===== src/common/image_pipe_pkg.sv =====
// image pipe package: sizes, header indices, sequencer states and beat types.

package image_pipe_pkg;

  // ******************************
  // sizes
  // ******************************

  localparam int UNITS         = 4;  // output words per beat.
  localparam int WORD_WIDTH    = 8;
  localparam int KERNEL_H_MAX  = 3;  // odd.
  localparam int UNITS_EDGES   = UNITS + KERNEL_H_MAX - 1;
  localparam int BITS_KERNEL_H = 2;

  // word positions inside the header beat.
  localparam int I_IS_MAX     = 0;
  localparam int I_IS_LRELU   = 1;
  localparam int I_KERNEL_H_1 = 2;

  // ******************************
  // types
  // ******************************

  typedef enum logic [1:0] {
    SET_S  = 2'd0,  // waiting for the header.
    ONES_S = 2'd1,  // ones beats for the relu config.
    PASS_S = 2'd2   // pixel beats until last.
  } pipe_state_e;

  typedef struct packed {
    logic                     is_max;
    logic                     is_lrelu;
    logic [BITS_KERNEL_H-1:0] kernel_h_1;  // kernel height minus one.
  } image_user_t;

  typedef logic [UNITS_EDGES-1:0][WORD_WIDTH-1:0] in_word_vec_t;
  typedef logic [UNITS-1:0][WORD_WIDTH-1:0]       out_word_vec_t;

  // beat from the dma side.
  typedef struct packed {
    in_word_vec_t data;
    logic         last;
  } in_beat_t;

  // sequencer to shift buffer.
  typedef struct packed {
    in_word_vec_t data;
    image_user_t  user;
  } mid_beat_t;

  // towards the engine.
  typedef struct packed {
    out_word_vec_t data;
    image_user_t   user;
  } out_beat_t;

endpackage


===== src/image_pipe/config_sequencer.sv =====
// config sequencer that takes the image header, sends ones beats and then passes pixels.

`timescale 1ns/1ps

module config_sequencer import image_pipe_pkg::*; (
  input  logic      aclk,
  input  logic      rst,
  input  logic      s_valid,
  input  in_beat_t  s_beat,
  output logic      s_ready,
  output logic      seq_valid,
  output mid_beat_t seq_beat,
  input  logic      seq_ready
);

  pipe_state_e              state, state_next;
  image_user_t              cfg;         // config of the current image.
  logic [BITS_KERNEL_H-1:0] ones_count;
  logic                     hdr_take;
  logic                     ones_done;

  assign hdr_take  = (state == SET_S) && s_valid && s_ready;
  assign ones_done = (ones_count == cfg.kernel_h_1) && seq_ready;

  // ******************************
  // next state and outputs
  // ******************************

  always_comb begin
    state_next    = state;
    s_ready       = 1'b0;
    seq_valid     = 1'b0;
    seq_beat.data = s_beat.data;
    seq_beat.user = cfg;
    unique case (state)
      SET_S: begin
        // header is swallowed and nothing goes downstream.
        s_ready = seq_ready;
        if (s_valid && seq_ready) begin
          state_next = ONES_S;
        end
      end
      ONES_S: begin
        seq_valid                   = 1'b1;
        seq_beat.data               = '0;
        seq_beat.data[KERNEL_H_MAX/2] = WORD_WIDTH'(1);  // centre word so no decentring.
        seq_beat.user.kernel_h_1    = '0;                // one output per ones beat.
        if (ones_done) begin
          state_next = PASS_S;
        end
      end
      PASS_S: begin
        seq_valid = s_valid;
        s_ready   = seq_ready;
        if (s_valid && seq_ready && s_beat.last) begin
          state_next = SET_S;
        end
      end
      default: begin
        state_next = SET_S;
      end
    endcase
  end

  // ******************************
  // registers
  // ******************************

  always_ff @(posedge aclk) begin
    if (rst) begin
      state      <= SET_S;
      cfg        <= '0;
      ones_count <= '0;
    end else begin
      state <= state_next;
      if (hdr_take) begin
        cfg.is_max     <= s_beat.data[I_IS_MAX][0];
        cfg.is_lrelu   <= s_beat.data[I_IS_LRELU][0];
        cfg.kernel_h_1 <= s_beat.data[I_KERNEL_H_1][BITS_KERNEL_H-1:0];
        ones_count     <= '0;
      end else if (state == ONES_S && seq_ready) begin
        // stops at kernel_h_1 and clears on the way out.
        ones_count <= ones_done ? '0 : ones_count + 1'b1;
      end
    end
  end

  // the ones counter never runs past the kernel height.
  assert property (@(posedge aclk) disable iff (rst)
    (state == ONES_S) |-> (ones_count <= cfg.kernel_h_1));

endmodule


===== src/shift_buffer/image_shift_buffer.sv =====
// image shift buffer: decentres each beat and shifts it out once per kernel row.

`timescale 1ns/1ps

module image_shift_buffer import image_pipe_pkg::*; (
  input  logic      aclk,
  input  logic      rst,
  input  logic      seq_valid,
  input  mid_beat_t seq_beat,
  output logic      seq_ready,
  output logic      buf_valid,
  output out_beat_t buf_beat,
  input  logic      buf_ready
);

  logic [BITS_KERNEL_H-1:0] count;      // shifts still to go.
  logic [BITS_KERNEL_H-1:0] offset;
  logic                     load;
  logic                     advance;
  in_word_vec_t             dec_data;
  in_word_vec_t             shift_data;
  logic [WORD_WIDTH-1:0]    hold_top;   // top word of the held input.
  image_user_t              user_q;

  // input is blocked while shifting and while the slice is full.
  assign seq_ready = buf_ready && (count == '0);
  assign load      = seq_valid && seq_ready;
  assign advance   = buf_ready && (count != '0);

  // ******************************
  // decentring
  // ******************************

  // input is padded symmetrically but shifted one way only.
  assign offset = BITS_KERNEL_H'(KERNEL_H_MAX/2) - (seq_beat.user.kernel_h_1 >> 1);

  always_comb begin
    for (int u = 0; u < UNITS_EDGES; u++) begin
      if (u + int'(offset) < UNITS_EDGES) begin
        dec_data[u] = seq_beat.data[u + int'(offset)];
      end else begin
        dec_data[u] = '0;  // past the top edge.
      end
    end
  end

  // ******************************
  // control
  // ******************************

  always_ff @(posedge aclk) begin
    if (rst) begin
      count     <= '0;
      buf_valid <= 1'b0;
    end else if (buf_ready) begin
      if (count != '0) begin
        count     <= count - 1'b1;
        buf_valid <= 1'b1;
      end else begin
        buf_valid <= seq_valid;
        if (seq_valid) begin
          count <= seq_beat.user.kernel_h_1;
        end
      end
    end
  end

  // data path.
  always_ff @(posedge aclk) begin
    if (load) begin
      shift_data <= dec_data;
      hold_top   <= dec_data[UNITS_EDGES-1];
      user_q     <= seq_beat.user;
    end else if (advance) begin
      // down one word, top reloads.
      shift_data <= {hold_top, shift_data[UNITS_EDGES-1:1]};
    end
  end

  assign buf_beat.data = shift_data[UNITS-1:0];
  assign buf_beat.user = user_q;

  // kernel height from the header must fit the buffer edges.
  assert property (@(posedge aclk) disable iff (rst)
    load |=> (count <= BITS_KERNEL_H'(KERNEL_H_MAX - 1)));

endmodule


===== src/hdl/output_slice.sv =====
// output slice: two-entry register slice with a registered ready.

`timescale 1ns/1ps

module output_slice import image_pipe_pkg::*; (
  input  logic      aclk,
  input  logic      rst,
  input  logic      buf_valid,
  input  out_beat_t buf_beat,
  output logic      buf_ready,
  output logic      m_valid,
  output out_beat_t m_beat,
  input  logic      m_ready
);

  logic      skid_valid;
  out_beat_t skid_beat;
  logic      main_load;   // main register free this cycle.
  logic      skid_load;

  assign buf_ready = !skid_valid;   // straight from a flop.
  assign main_load = m_ready || !m_valid;
  assign skid_load = buf_valid && buf_ready && !main_load;

  // ******************************
  // control
  // ******************************

  always_ff @(posedge aclk) begin
    if (rst) begin
      m_valid    <= 1'b0;
      skid_valid <= 1'b0;
    end else if (main_load) begin
      // skid drains first to keep order.
      m_valid    <= skid_valid || buf_valid;
      skid_valid <= 1'b0;
    end else if (skid_load) begin
      skid_valid <= 1'b1;
    end
  end

  // payload.
  always_ff @(posedge aclk) begin
    if (main_load) begin
      m_beat <= skid_valid ? skid_beat : buf_beat;
    end
    if (skid_load) begin
      skid_beat <= buf_beat;
    end
  end

  // a stalled beat stays put and stays valid.
  assert property (@(posedge aclk) disable iff (rst)
    (m_valid && !m_ready) |=> (m_valid && $stable(m_beat)));

endmodule


===== src/hdl/image_pipe_top.sv =====
// image pipe top: sequencer, shift buffer and output slice in a row.

`timescale 1ns/1ps

module image_pipe_top import image_pipe_pkg::*; (
  input  logic      aclk,
  input  logic      rst,
  input  logic      s_valid,
  input  in_beat_t  s_beat,
  output logic      s_ready,
  output logic      m_valid,
  output out_beat_t m_beat,
  input  logic      m_ready
);

  logic      seq_valid;
  logic      seq_ready;
  mid_beat_t seq_beat;
  logic      buf_valid;
  logic      buf_ready;
  out_beat_t buf_beat;

  config_sequencer config_sequencer_inst (
    .aclk      (aclk),
    .rst       (rst),
    .s_valid   (s_valid),
    .s_beat    (s_beat),
    .s_ready   (s_ready),
    .seq_valid (seq_valid),
    .seq_beat  (seq_beat),
    .seq_ready (seq_ready)
  );

  image_shift_buffer image_shift_buffer_inst (
    .aclk      (aclk),
    .rst       (rst),
    .seq_valid (seq_valid),
    .seq_beat  (seq_beat),
    .seq_ready (seq_ready),
    .buf_valid (buf_valid),
    .buf_beat  (buf_beat),
    .buf_ready (buf_ready)
  );

  output_slice output_slice_inst (
    .aclk      (aclk),
    .rst       (rst),
    .buf_valid (buf_valid),
    .buf_beat  (buf_beat),
    .buf_ready (buf_ready),
    .m_valid   (m_valid),
    .m_beat    (m_beat),
    .m_ready   (m_ready)
  );

endmodule


===== config.mk =====
export PLATFORM = sky130hd
export DESIGN_NAME = image_pipe_top
export DESIGN_NICKNAME = d
export VERILOG_FILES = /design/src/common/image_pipe_pkg.sv /design/src/image_pipe/config_sequencer.sv /design/src/shift_buffer/image_shift_buffer.sv /design/src/hdl/output_slice.sv /design/src/hdl/image_pipe_top.sv
export SDC_FILE = /design/constraint.sdc
export NUM_CORES = 1
export LEC_CHECK = 0
export BUFFER_PORTS_ARGS = -buffer_cell sky130_fd_sc_hd__buf_2
export CORE_ASPECT_RATIO = 0.9
export CORE_UTILIZATION = 50
export CTS_BUF_LIST = sky130_fd_sc_hd__clkbuf_2 sky130_fd_sc_hd__clkbuf_4 sky130_fd_sc_hd__clkbuf_8
export DETAILED_ROUTE_END_ITERATION = 10
export PLACE_DENSITY = 0.72
export SLEW_MARGIN = 15
export SYNTH_ARGS = -nofsm -noshare
export SYNTH_HDL_FRONTEND = slang
export SYNTH_SLANG_ARGS = --single-unit
export TNS_END_PERCENT = 5

===== constraint.sdc =====
create_clock -name aclk -period 5.27 [get_ports aclk]
set_clock_uncertainty 0.2 [all_clocks]
set_input_delay 1.054 -clock aclk [delete_from_list [all_inputs] [get_ports aclk]]
set_output_delay 1.054 -clock aclk [all_outputs]
set_load 0.02 [all_outputs]

## Yosys cells after proc, flatten, opt, wreduce, memory -nomap -nowiden

Cells that the tools add are included.

- Register bits: 145
- Logic and storage cells: 124
- Output and inout bits: 38
- Input port bits: 53

- Bitwise gates (word level): 1
- Order comparisons: 12
- Multiplexer cells: 38
- Equal/unequal tests: 6
- Add/sub/neg operators: 8
- Reductions and logical operators: 26

Operator list:

| cell | count |
|---|---|
| $lt 32x4->1 const B | 5 |
| $lt 32x5->1 const B | 5 |
| $mux 48 | 3 |
| $mux 8 | 17 |
| $bmux 8 s3 | 5 |
| $mux 36 | 1 |
| $bmux 8 s2 | 1 |
| $mux 2 | 7 |
| $logic_and 1x1->1 | 11 |
| $add 3x2->4 const A | 2 |
| $add 2x2->3 const A | 2 |
| $pmux 2 s3 | 1 |
| $reduce_bool 2->1 | 3 |
| $reduce_or 2->1 | 3 |
| $logic_not 2->1 | 2 |
| $lt 2x4->1 const B | 1 |
| $ne 2x1->1 const B | 2 |
| $add 1x2->3 const A | 1 |
| $logic_not 1->1 | 3 |
| $lt 2x3->1 const B | 1 |
| $reduce_and 3->1 | 1 |
| $add 2x1->2 const B | 1 |
| $eq 2x1->1 const B | 1 |
| $eq 2x2->1 | 1 |
| 9 further kinds | 11 |

## Longest topological paths before layout

Gate-level depths: netlist (run 1).

- Depth in word-level cells: 9
- Depth in mapped cells: 9
- Mapped depth without buffers: 7

## Hierarchy

From an unflattened synthesis (run 1), not the netlist that was laid out.

- Cells, all modules: 441
- Area, all modules: 6856.6 µm²

Modules (own cells, without submodules):

| module | seq. area each (µm²) | cells each | times used | area each (µm²) |
|---|---|---|---|---|
| image_shift_buffer | 1861.8 | 215 | 1 | 3372.0 |
| output_slice | 2202.1 | 120 | 1 | 2706.3 |
| config_sequencer | 160.2 | 106 | 1 | 778.2 |

## Least setup slack after synthesis (run 1)

No wires, ideal clock.

- Kind: input -> register
- Start point: in m_ready
- End point: reg output_slice_inst.skid_beat[0] in the netlist's numbering (enable)
- Data required time: 4.588 ns
- Cell stages on the path: 2
- Setup slack: -0.153 ns
- Library setup time: 0.482 ns
- Arrival: 4.741 ns
- Buffers on the path: 0
- Cells stage by stage: nand2b_1 -> nor3b_1

- Longest elaborated chain between the ends: 3

RTL lines:

| item | RTL line | text |
|---|---|---|
| from (decl) | image_pipe_top.sv:13 | `input logic m_ready` |
| $logic_or 1x1->1 | output_slice.sv:22 | `assign main_load = m_ready \|\| !m_valid;` |
| $logic_not 1->1 | output_slice.sv:23 | `assign skid_load = buf_valid && buf_ready && !main_load;` |
| $logic_and 1x1->1 | output_slice.sv:23 |  |
| via output_slice_inst.skid_load | output_slice.sv:19 | `logic skid_load;` |
| to (signal assigned) | output_slice.sv:48 | `skid_beat <= buf_beat;` |
| to (decl) | output_slice.sv:17 | `out_beat_t skid_beat;` |

The timed path passes the listed nets, and every way through them passes these cells.
A chain may end at the register's enable or synchronous reset.

## Worst setup path in the final report (run 1)

- Start point: reg config_sequencer_inst.state[1]
- End point: reg image_shift_buffer_inst.shift_data[45] in the netlist's numbering, data pin

- Elaborated cells between the ends (all ways): 14
- Those cells by class: add/sub: 2; order compare: 1; eq/ne: 2; mux: 8; reduce/logical: 1

RTL lines:

| item | RTL line | text |
|---|---|---|
| from (decl) | config_sequencer.sv:16 | `pipe_state_e state, state_next;` |
| from (signal assigned) | config_sequencer.sv:75 | `state <= state_next;` |
| $eq 2x2->1 or $eq 2x1->1 (tied branches) | config_sequencer.sv:35 | `unique case (state)` |
| $pmux 1 s2 * | config_sequencer.sv:35 |  |
| $logic_and 1x1->1 * | image_shift_buffer.sv:27 | `assign load = seq_valid && seq_ready;` |
| via image_shift_buffer_inst.load | image_shift_buffer.sv:18 | `logic load;` |
| $mux 48 * | image_shift_buffer.sv:70 | `if (load) begin` |
| to (signal assigned) | image_shift_buffer.sv:71 | `shift_data <= dec_data;` |
| to (signal assigned) | image_shift_buffer.sv:76 | `shift_data <= {hold_top, shift_data[UNITS_EDGES-1:1]};` |
| to (decl) | image_shift_buffer.sv:21 | `in_word_vec_t shift_data;` |

Mark *: on every way through the listed nets, which the timed path passes. The rest lies on a longest branch. The select of a mux whose other input is x is not followed.

==> out/qor.yml, run 1 <==
outcome:
  outcome: "finished clean"
timing:
  slew_viol_final: 0
  worst_pin_slew_ps: 1062
  fin_crit_sh_pct: 68.68
  finalSetupViolCount: 0
  rsz0062_at_grt: "no"
  final.setup.tns_ps: 0
  relSlewSlack_pct: 29.23
  timing.fmax_mhz: 276.3
  hold_viol: 0
  fin_crit_ps: 3619
critical_path:
  cp_max_fo: 89
  crit_type: "flop to flop"
  start_kind: "flop"
  cp.required_ps: 5250
  reg2reg_to: "image_shift_buffer_inst.shift_data[45]"
  timing.rr.start: "config_sequencer_inst.state[1]"
  rr_worst_depth: 7
  ff2ff_setup_slack_ps: 1650
  critPathLaunch: "config_sequencer_inst.state[1]"
  arrival_ps: 3600
  end_kind: "flop"
  crit_end: "image_shift_buffer_inst.shift_data[45]"
cells_and_area:
  num-nets-final: 567
  area_growth_pct: 16.09
  drive_gt1_share_pct: 32.63
  fillers: 973
  n_antenna_cell: 0
clock_tree:
  clk_latency_ps: 430
  cts.sink_count: 145
  post_cts_buffers: 0
  clkTransAtPathRegs_ps: 80
  clk_path_buf_depth: 2
  cts.repair.resized: 0
  root_buffer: "clkbuf_8"
  htreeDepth: 4
  cts-hold-fix-buffers: 0
  cts-buffers-inserted: 17
  cts_tree: "yes"
grt:
  first_global_vias: 3529
  track_usage_pct: 18.73
  grt_pass1_wl_um: 17970
  grt_max_degree: 90
  overflow: 0
  antenna_found_initial: 0
yosys:
  synth_top_cell_by_area: "edfxtp_1"
  yosys_warnings: 0
  synth_cell_type_count: 35
  synth_edf_count: 132
  syn-cell-area_mm2: 0.006150
  ys_ff_latch: 145
  synth_flop_cell: "edfxtp_1"
  synth_most_common_cell: "edfxtp_1"
  ys_top_cells_by_count: "edfxtp_1 (132), nand2_1 (72), mux2i_1 (44), o31ai_1 (39), mux2_2 (36)"
  async_flop_share_pct: 0
  yosysSeqAreaShare_pct: 68.69
  syn_avg_cell_area_um2: 14.47
  synth_top_area_share_pct: 64.46
  synthCells: 425
  syn_nets: 481
  yosys-top-cells-area: "edfxtp_1 (64%), mux2i_1 (7.2%), mux2_2 (6.6%)"
drt:
  wl_met3_um: 528
  vias: 3642
  wl_per_cell_um: 16.52
  antenna_left: 0
  wl_met1_um: 5437
  drtIter0Drc: 202
  wl_met2_um: 5204
  drc_errors: 0
  drt_first_pass_iters: 4
  routed_via_density: 5.325
  top_layer: "met4"
  routed_wl_um: 11300
floorplanning:
  die_w_um: 118.9
  start_util_pct: 51.12
  core_area_mm2: 0.01203
  fp.dieH_um: 107.2
  num_rows: 38
  pin_count: 91
  die_area_mm2: 0.01275
power_and_ir_drop:
  p_switching_mw: 1.116
  irDropWorstVdd_uv: 335.8
  p_leak_nw: 2.622
  p_clk_share_pct: 24.5
  p_total_mw: 3.487
  p_comb_share_pct: 25.8
  p_per_area_mw_per_mm2: 488.4
  intPower_mw: 2.371
  netSwitchingFraction_pct: 32.00
  p_seq_share_pct: 49.7
place:
  place.gp.congestion: 0.7633
  port_buffers: 90
  dp_hpwl_um: 7218
min_path:
  hold_class: "flop to flop"
  hold_path_startpoint: "config_sequencer_inst.seq_beat[2]"
flow_run:
  cap_violations: 0
## logic make-up (layout without fill, tap and decap cells)
group	Yosys count	count (layout)	share of synthesized area (%)
compound gates	58	58	6.775
xor+xnor	2	2	0.2849
fa+ha+maj	3	3	0.6104
buf+inv	33	132	2.258
flops	145	145	68.69
mux	80	80	13.75
simple gates	104	104	7.630
## critical path, stage by stage, from the launching register on
cell	delay (ps)
dfxtp_1	370
inv_1	80
ha_2	470
a21o_1	330
nand3_4	690
clkinv_1	850
nand2_1	240
nand2_1	90
## power by group through the flow
stage / clock network [mW] / registers [mW] / logic [mW]
after floorplan: 0 / 1.84 / 0.557
after global placement: 0 / 1.75 / 0.881
after detailed placement: 0 / 1.76 / 0.903
after CTS: 0.868 / 1.74 / 0.914
after global routing: 0.907 / 1.76 / 0.998
final: 0.854 / 1.73 / 0.901
## layer usage
| layer | global-route usage (%) | vias up |
|---|---|---|
| li1 | - | 1771 |
| met2 | 28.74 | 100 |
| met4 | 6.781 | 0 |
| met5 | 0 | - |
| met3 | 4.043 | 12 |
| met1 | 26.39 | 1759 |
## layout by cell type (no fill, tap or decap), types with 7 or more instances in the layout
master    count
edfxtp_1    132
buf_2        90
nand2_1      72
mux2i_1      44
o31ai_1      39
mux2_2       36
clkbuf_8     17
dfxtp_1      11
and2_1        8
nor2_1        7
## registers in the layout, indices dropped and copies added (netlist names)
name                                flops
image_shift_buffer_inst.buf_beat       36
output_slice_inst.m_beat               36
output_slice_inst.skid_beat            36
image_shift_buffer_inst.shift_data     16
image_shift_buffer_inst.hold_top        8
config_sequencer_inst.cfg               2
config_sequencer_inst.ones_count        2
config_sequencer_inst.seq_beat          2
config_sequencer_inst.state             2
image_shift_buffer_inst.count           2
image_shift_buffer_inst.buf_valid       1
output_slice_inst.m_valid               1
output_slice_inst.skid_valid            1
## area by class of cell
class	instances	area (um^2)	share of cell area [%]
clock buffer	17	234.0	3.277
inverter	6	22.52	0.3155
timing repair buffer	94	480.5	6.730
clock inverter	15	160.2	2.243
multi-input combinational	247	1815	25.43
sequential	145	4227	59.20
tap	160	200.2	2.804
## how the worst min path moves through the flow
| stage | end | slack, ps | cells past startpoint |
|---|---|---|---|
| final | image_shift_buffer_inst.buf_beat[2] | 250 | 0 |
| after floorplan | image_shift_buffer_inst.buf_beat[2] | 210 | 0 |
| after global placement | output_slice_inst.skid_beat[1] | 230 | 0 |
| after global routing | image_shift_buffer_inst.buf_beat[2] | 260 | 0 |
| after CTS | image_shift_buffer_inst.buf_beat[2] | 250 | 0 |
| after detailed placement | image_shift_buffer_inst.buf_beat[2] | 220 | 0 |
## stage by stage
stage	instances	hold slack (ps)	setup slack [ps]	instance area, um^2	util [%]
after global placement	652	233.3	1596	6745	56.07
after CTS	684	253.1	1634	7139	59.35
after global routing	684	264.4	1327	7139	59.35
after detailed placement	652	222.0	1489	6745	56.07
after floorplan	425	207.6	1108	6155	-
final	684	250.6	1651	7139	59.35
No activity file was read; power rests on OpenSTA's default activity.
==> run 2: changes to the inputs <==
Settings changed: ABC_AREA set to 1.
Clock period 5.27 ns to 2.92 ns, I/O delays scaled along.
==> run 2 against run 1 <==
Against the previous run:
- utilization grew 0.31 points
- via count grew 19%
- count of clock-buffer cells in the layout grew 3
- global-route usage grew 2.3 points
- combinational power grew 140%
- clock power grew 80%
- wire length grew 8.7%
- die area grew 0.35%
- critical path depth is the same
- hold slack lost 68 ps
- critical endpoint is now image_shift_buffer_inst.buf_beat[4]
- largest power group unchanged
- highest routed layer unchanged
==> out/qor.yml, run 2 <==
yosys:
  async_flop_share_pct: 0  # unchanged
  yosysSeqAreaShare_pct: 68.45  # -0.24 points
  synth_top_cell_by_area: "edfxtp_1"
  synthCells: 575  # +35%
  ys_ff_latch: 145  # unchanged
  syn-cell-area_mm2: 0.006171  # +0.35%
  ys_top_cells_by_count: "nand2_1 (172), edfxtp_1 (132), nand3_1 (69), nor2_1 (53), a31oi_1 (34)"
  synth_most_common_cell: "nand2_1"
  synth_flop_cell: "edfxtp_1"
  synth_cell_type_count: 22  # -37%
  synth_edf_count: 132  # unchanged
  synth_top_area_share_pct: 64.23  # -0.22 points
  yosys_warnings: 0  # unchanged
  syn_nets: 631  # +31%
  syn_avg_cell_area_um2: 10.73  # -26%
  yosys-top-cells-area: "edfxtp_1 (64%), nand2_1 (10%), nand3_1 (5.6%)"
power_and_ir_drop:
  intPower_mw: 4.578  # +93%
  p_seq_share_pct: 47.6  # -2.1 points
  p_comb_share_pct: 30.3  # +4.5 points
  p_leak_nw: 2.905  # +11%
  netSwitchingFraction_pct: 34.40  # +2.4 points
  p_per_area_mw_per_mm2: 972.3  # +99%
  p_switching_mw: 2.400  # +120%
  p_clk_share_pct: 22.1  # -2.4 points
  irDropWorstVdd_uv: 527.9  # +57%
timing:
  slew_viol_final: 0  # unchanged
  relSlewSlack_pct: 57.15  # +28 points
  setup_slack_ps: 547.0  # -1104 ps
  finalSetupViolCount: 0  # unchanged
  worst_pin_slew_ps: 641.8  # -419.7 ps
  hold_viol: 0  # unchanged
  fin_crit_ps: 2373  # -1246 ps
  final.setup.tns_ps: 0  # unchanged
  fin_crit_sh_pct: 81.27  # +13 points
  timing.fmax_mhz: 421.4  # +53%
  rsz0062_at_grt: "no"
flow_run:
  cap_violations: 0  # unchanged
place:
  port_buffers: 90  # unchanged
  place.gp.congestion: 0.8297  # +8.7%
  place_ws_ps: 603.7  # -884.8 ps
  dp_hpwl_um: 8198  # +14%
critical_path:
  crit_type: "flop to flop"
  cp.required_ps: 2920  # -2330 ps
  cpMostUsedCell: "nor3_1"
  cp_max_fo: 55  # -38%
  slowest_stage: "buf_4"
  start_kind: "flop"
  arrival_ps: 2370  # -1230 ps
  cpPeakStageDelay_ps: 490  # -360 ps
  path_cells: "inv_1 -> ha_1 -> inv_2 -> buf_4 -> nand2_1 -> nor3_1 -> nor3_1"
  path_buf_inv: 3  # +1
  cpLargestDelayFamily: "buffers and inverters"
  end_kind: "flop"
drt:
  antenna_left: 0  # unchanged
  drtIter0Drc: 397  # +97%
  wl_per_cell_um: 14.71  # -11%
  vias: 4351  # +19%
  drc_errors: 0  # unchanged
  routed_via_density: 5.211  # -2.1%
  routed_wl_um: 12280  # +8.7%
  drt_first_pass_iters: 5  # +1
clock_tree:
  clk_path_buf_depth: 2  # unchanged
  cts_tree: "yes"
  cts-buffers-inserted: 17  # unchanged
  root_buffer: "clkbuf_8"
  clkTransAtPathRegs_ps: 80  # about the same
  cts-hold-fix-buffers: 0  # unchanged
  cts.sink_count: 145  # unchanged
  clk_latency_ps: 440  # about the same
  htreeDepth: 4  # unchanged
  cts.repair.resized: 0  # unchanged
  post_cts_buffers: 0  # unchanged
floorplanning:
  core_area_mm2: 0.01203  # unchanged
  num_rows: 38  # unchanged
  start_util_pct: 51.30  # +0.18 points
  fp.dieH_um: 107.4  # +0.17%
  pin_count: 91  # unchanged
  die_area_mm2: 0.01279  # +0.35%
  die_w_um: 119.1  # +0.17%
grt:
  antenna_found_initial: 0  # unchanged
  grt_pass1_wl_um: 20600  # +15%
  grt_max_degree: 56  # -38%
  first_global_vias: 4046  # +15%
  overflow: 0  # unchanged
  track_usage_pct: 20.99  # +2.3 points
cells_and_area:
  num-nets-final: 718  # +27%
  area_growth_pct: 16.30
  utilization_pct: 59.66  # +0.31 points
  most-common-layout-cells: "nand2_1 (171), edfxtp_1 (132), buf_2 (90), nand3_1 (69), nor2_1 (52)"
  n_antenna_cell: 0  # unchanged
  drive_gt1_share_pct: 21.33  # -11 points
  final_common_cell: "nand2_1"
outcome:
  outcome: "finished clean"
min_path:
  hold_class: "input pin to flop"
run 2: cell count changes in the layout (fill, tap and decap cells not counted), moves of 4 or more:
cell / delta
nand3_1: +69
nor2_1: +45
o21ai_0: +5
nor2b_1: -4
a31oi_1: +31
nand4_1: +4
mux2i_1: -44
o31ai_1: -39
and2_1: -8
nand2_1: +99
inv_1: +21
buf_4: +5
mux2_2: -36
a21oi_1: +10
run 2: worst reg2reg max path: cells and delay by family, from the launching register on:
family | cells | cell delay, ps
buffers and inverters | 3 | 790
AND/OR/NAND/NOR | 3 | 550
flip-flops | 1 | 370
adder cells (fa/ha/maj) | 1 | 240
run 2: kinds of logic (layout without fill, tap and decap cells):
family | Yosys count | count (layout) | synth area share [%]
compound gates | 59 | 59 | 5.495
simple gates | 305 | 305 | 20.58
xor+xnor | 1 | 1 | 0.1420
buf+inv | 62 | 162 | 4.724
fa+ha+maj | 3 | 3 | 0.6083
flops | 145 | 145 | 68.45
run 2: stage by stage:
stage | cells | power [mW] | instance area [um^2] | hold slack (ps)
6_report | 835 | 6.978 | 7177 | 182.9
5_1_grt | 835 | 7.425 | 7177 | 175.9
4_1_cts | 835 | 7.001 | 7177 | 168.2
3_5_place_dp | 803 | 5.478 | 6784 | 225.6
3_3_place_gp | 803 | 5.400 | 6784 | 223.2
2_1_floorplan | 575 | 4.865 | 6175 | 208.2
run 2: metal layers:
layer	share of wire (%)	vias up	global-route usage, %
met5	0	-	0
met4	1.1	0	6.691
met3	6.5	13	4.873
met2	45	161	30.81
met1	47	2014	30.89
li1	-	2163	-
run 2: power by group through the flow:
stage / sequential [mW] / combinational, mW / clock, mW
after floorplan: 3.55 / 1.32 / 0
after global placement: 3.35 / 2.05 / 0
after detailed placement: 3.37 / 2.11 / 0
after CTS: 3.32 / 2.12 / 1.56
after global routing: 3.38 / 2.39 / 1.66
final: 3.32 / 2.12 / 1.54
run 2: area by class of cell:
cell class / count / area, um^2
Clock buffer: 20 / 262.8
Multi-Input combinational cell: 368 / 1677
Fill cell: 990 / 4852
Clock inverter: 12 / 130.1
Sequential cell: 145 / 4224
Timing Repair Buffer: 102 / 578.1
Inverter: 28 / 105.1
Tap cell: 160 / 200.2
run 2: worst paths after layout:
check / startpoint / to / slack, ps / depth (start not counted)
setup / recovery: config_sequencer_inst.state[1] / image_shift_buffer_inst.buf_beat[4] / 550 / 7
hold / removal: rst / image_shift_buffer_inst.count[0] / 180 / 2
setup reg to reg: config_sequencer_inst.state[1] / image_shift_buffer_inst.buf_beat[4] / 550 / 7
hold reg to reg: config_sequencer_inst.seq_beat[3] / image_shift_buffer_inst.buf_beat[3] / 250 / 0
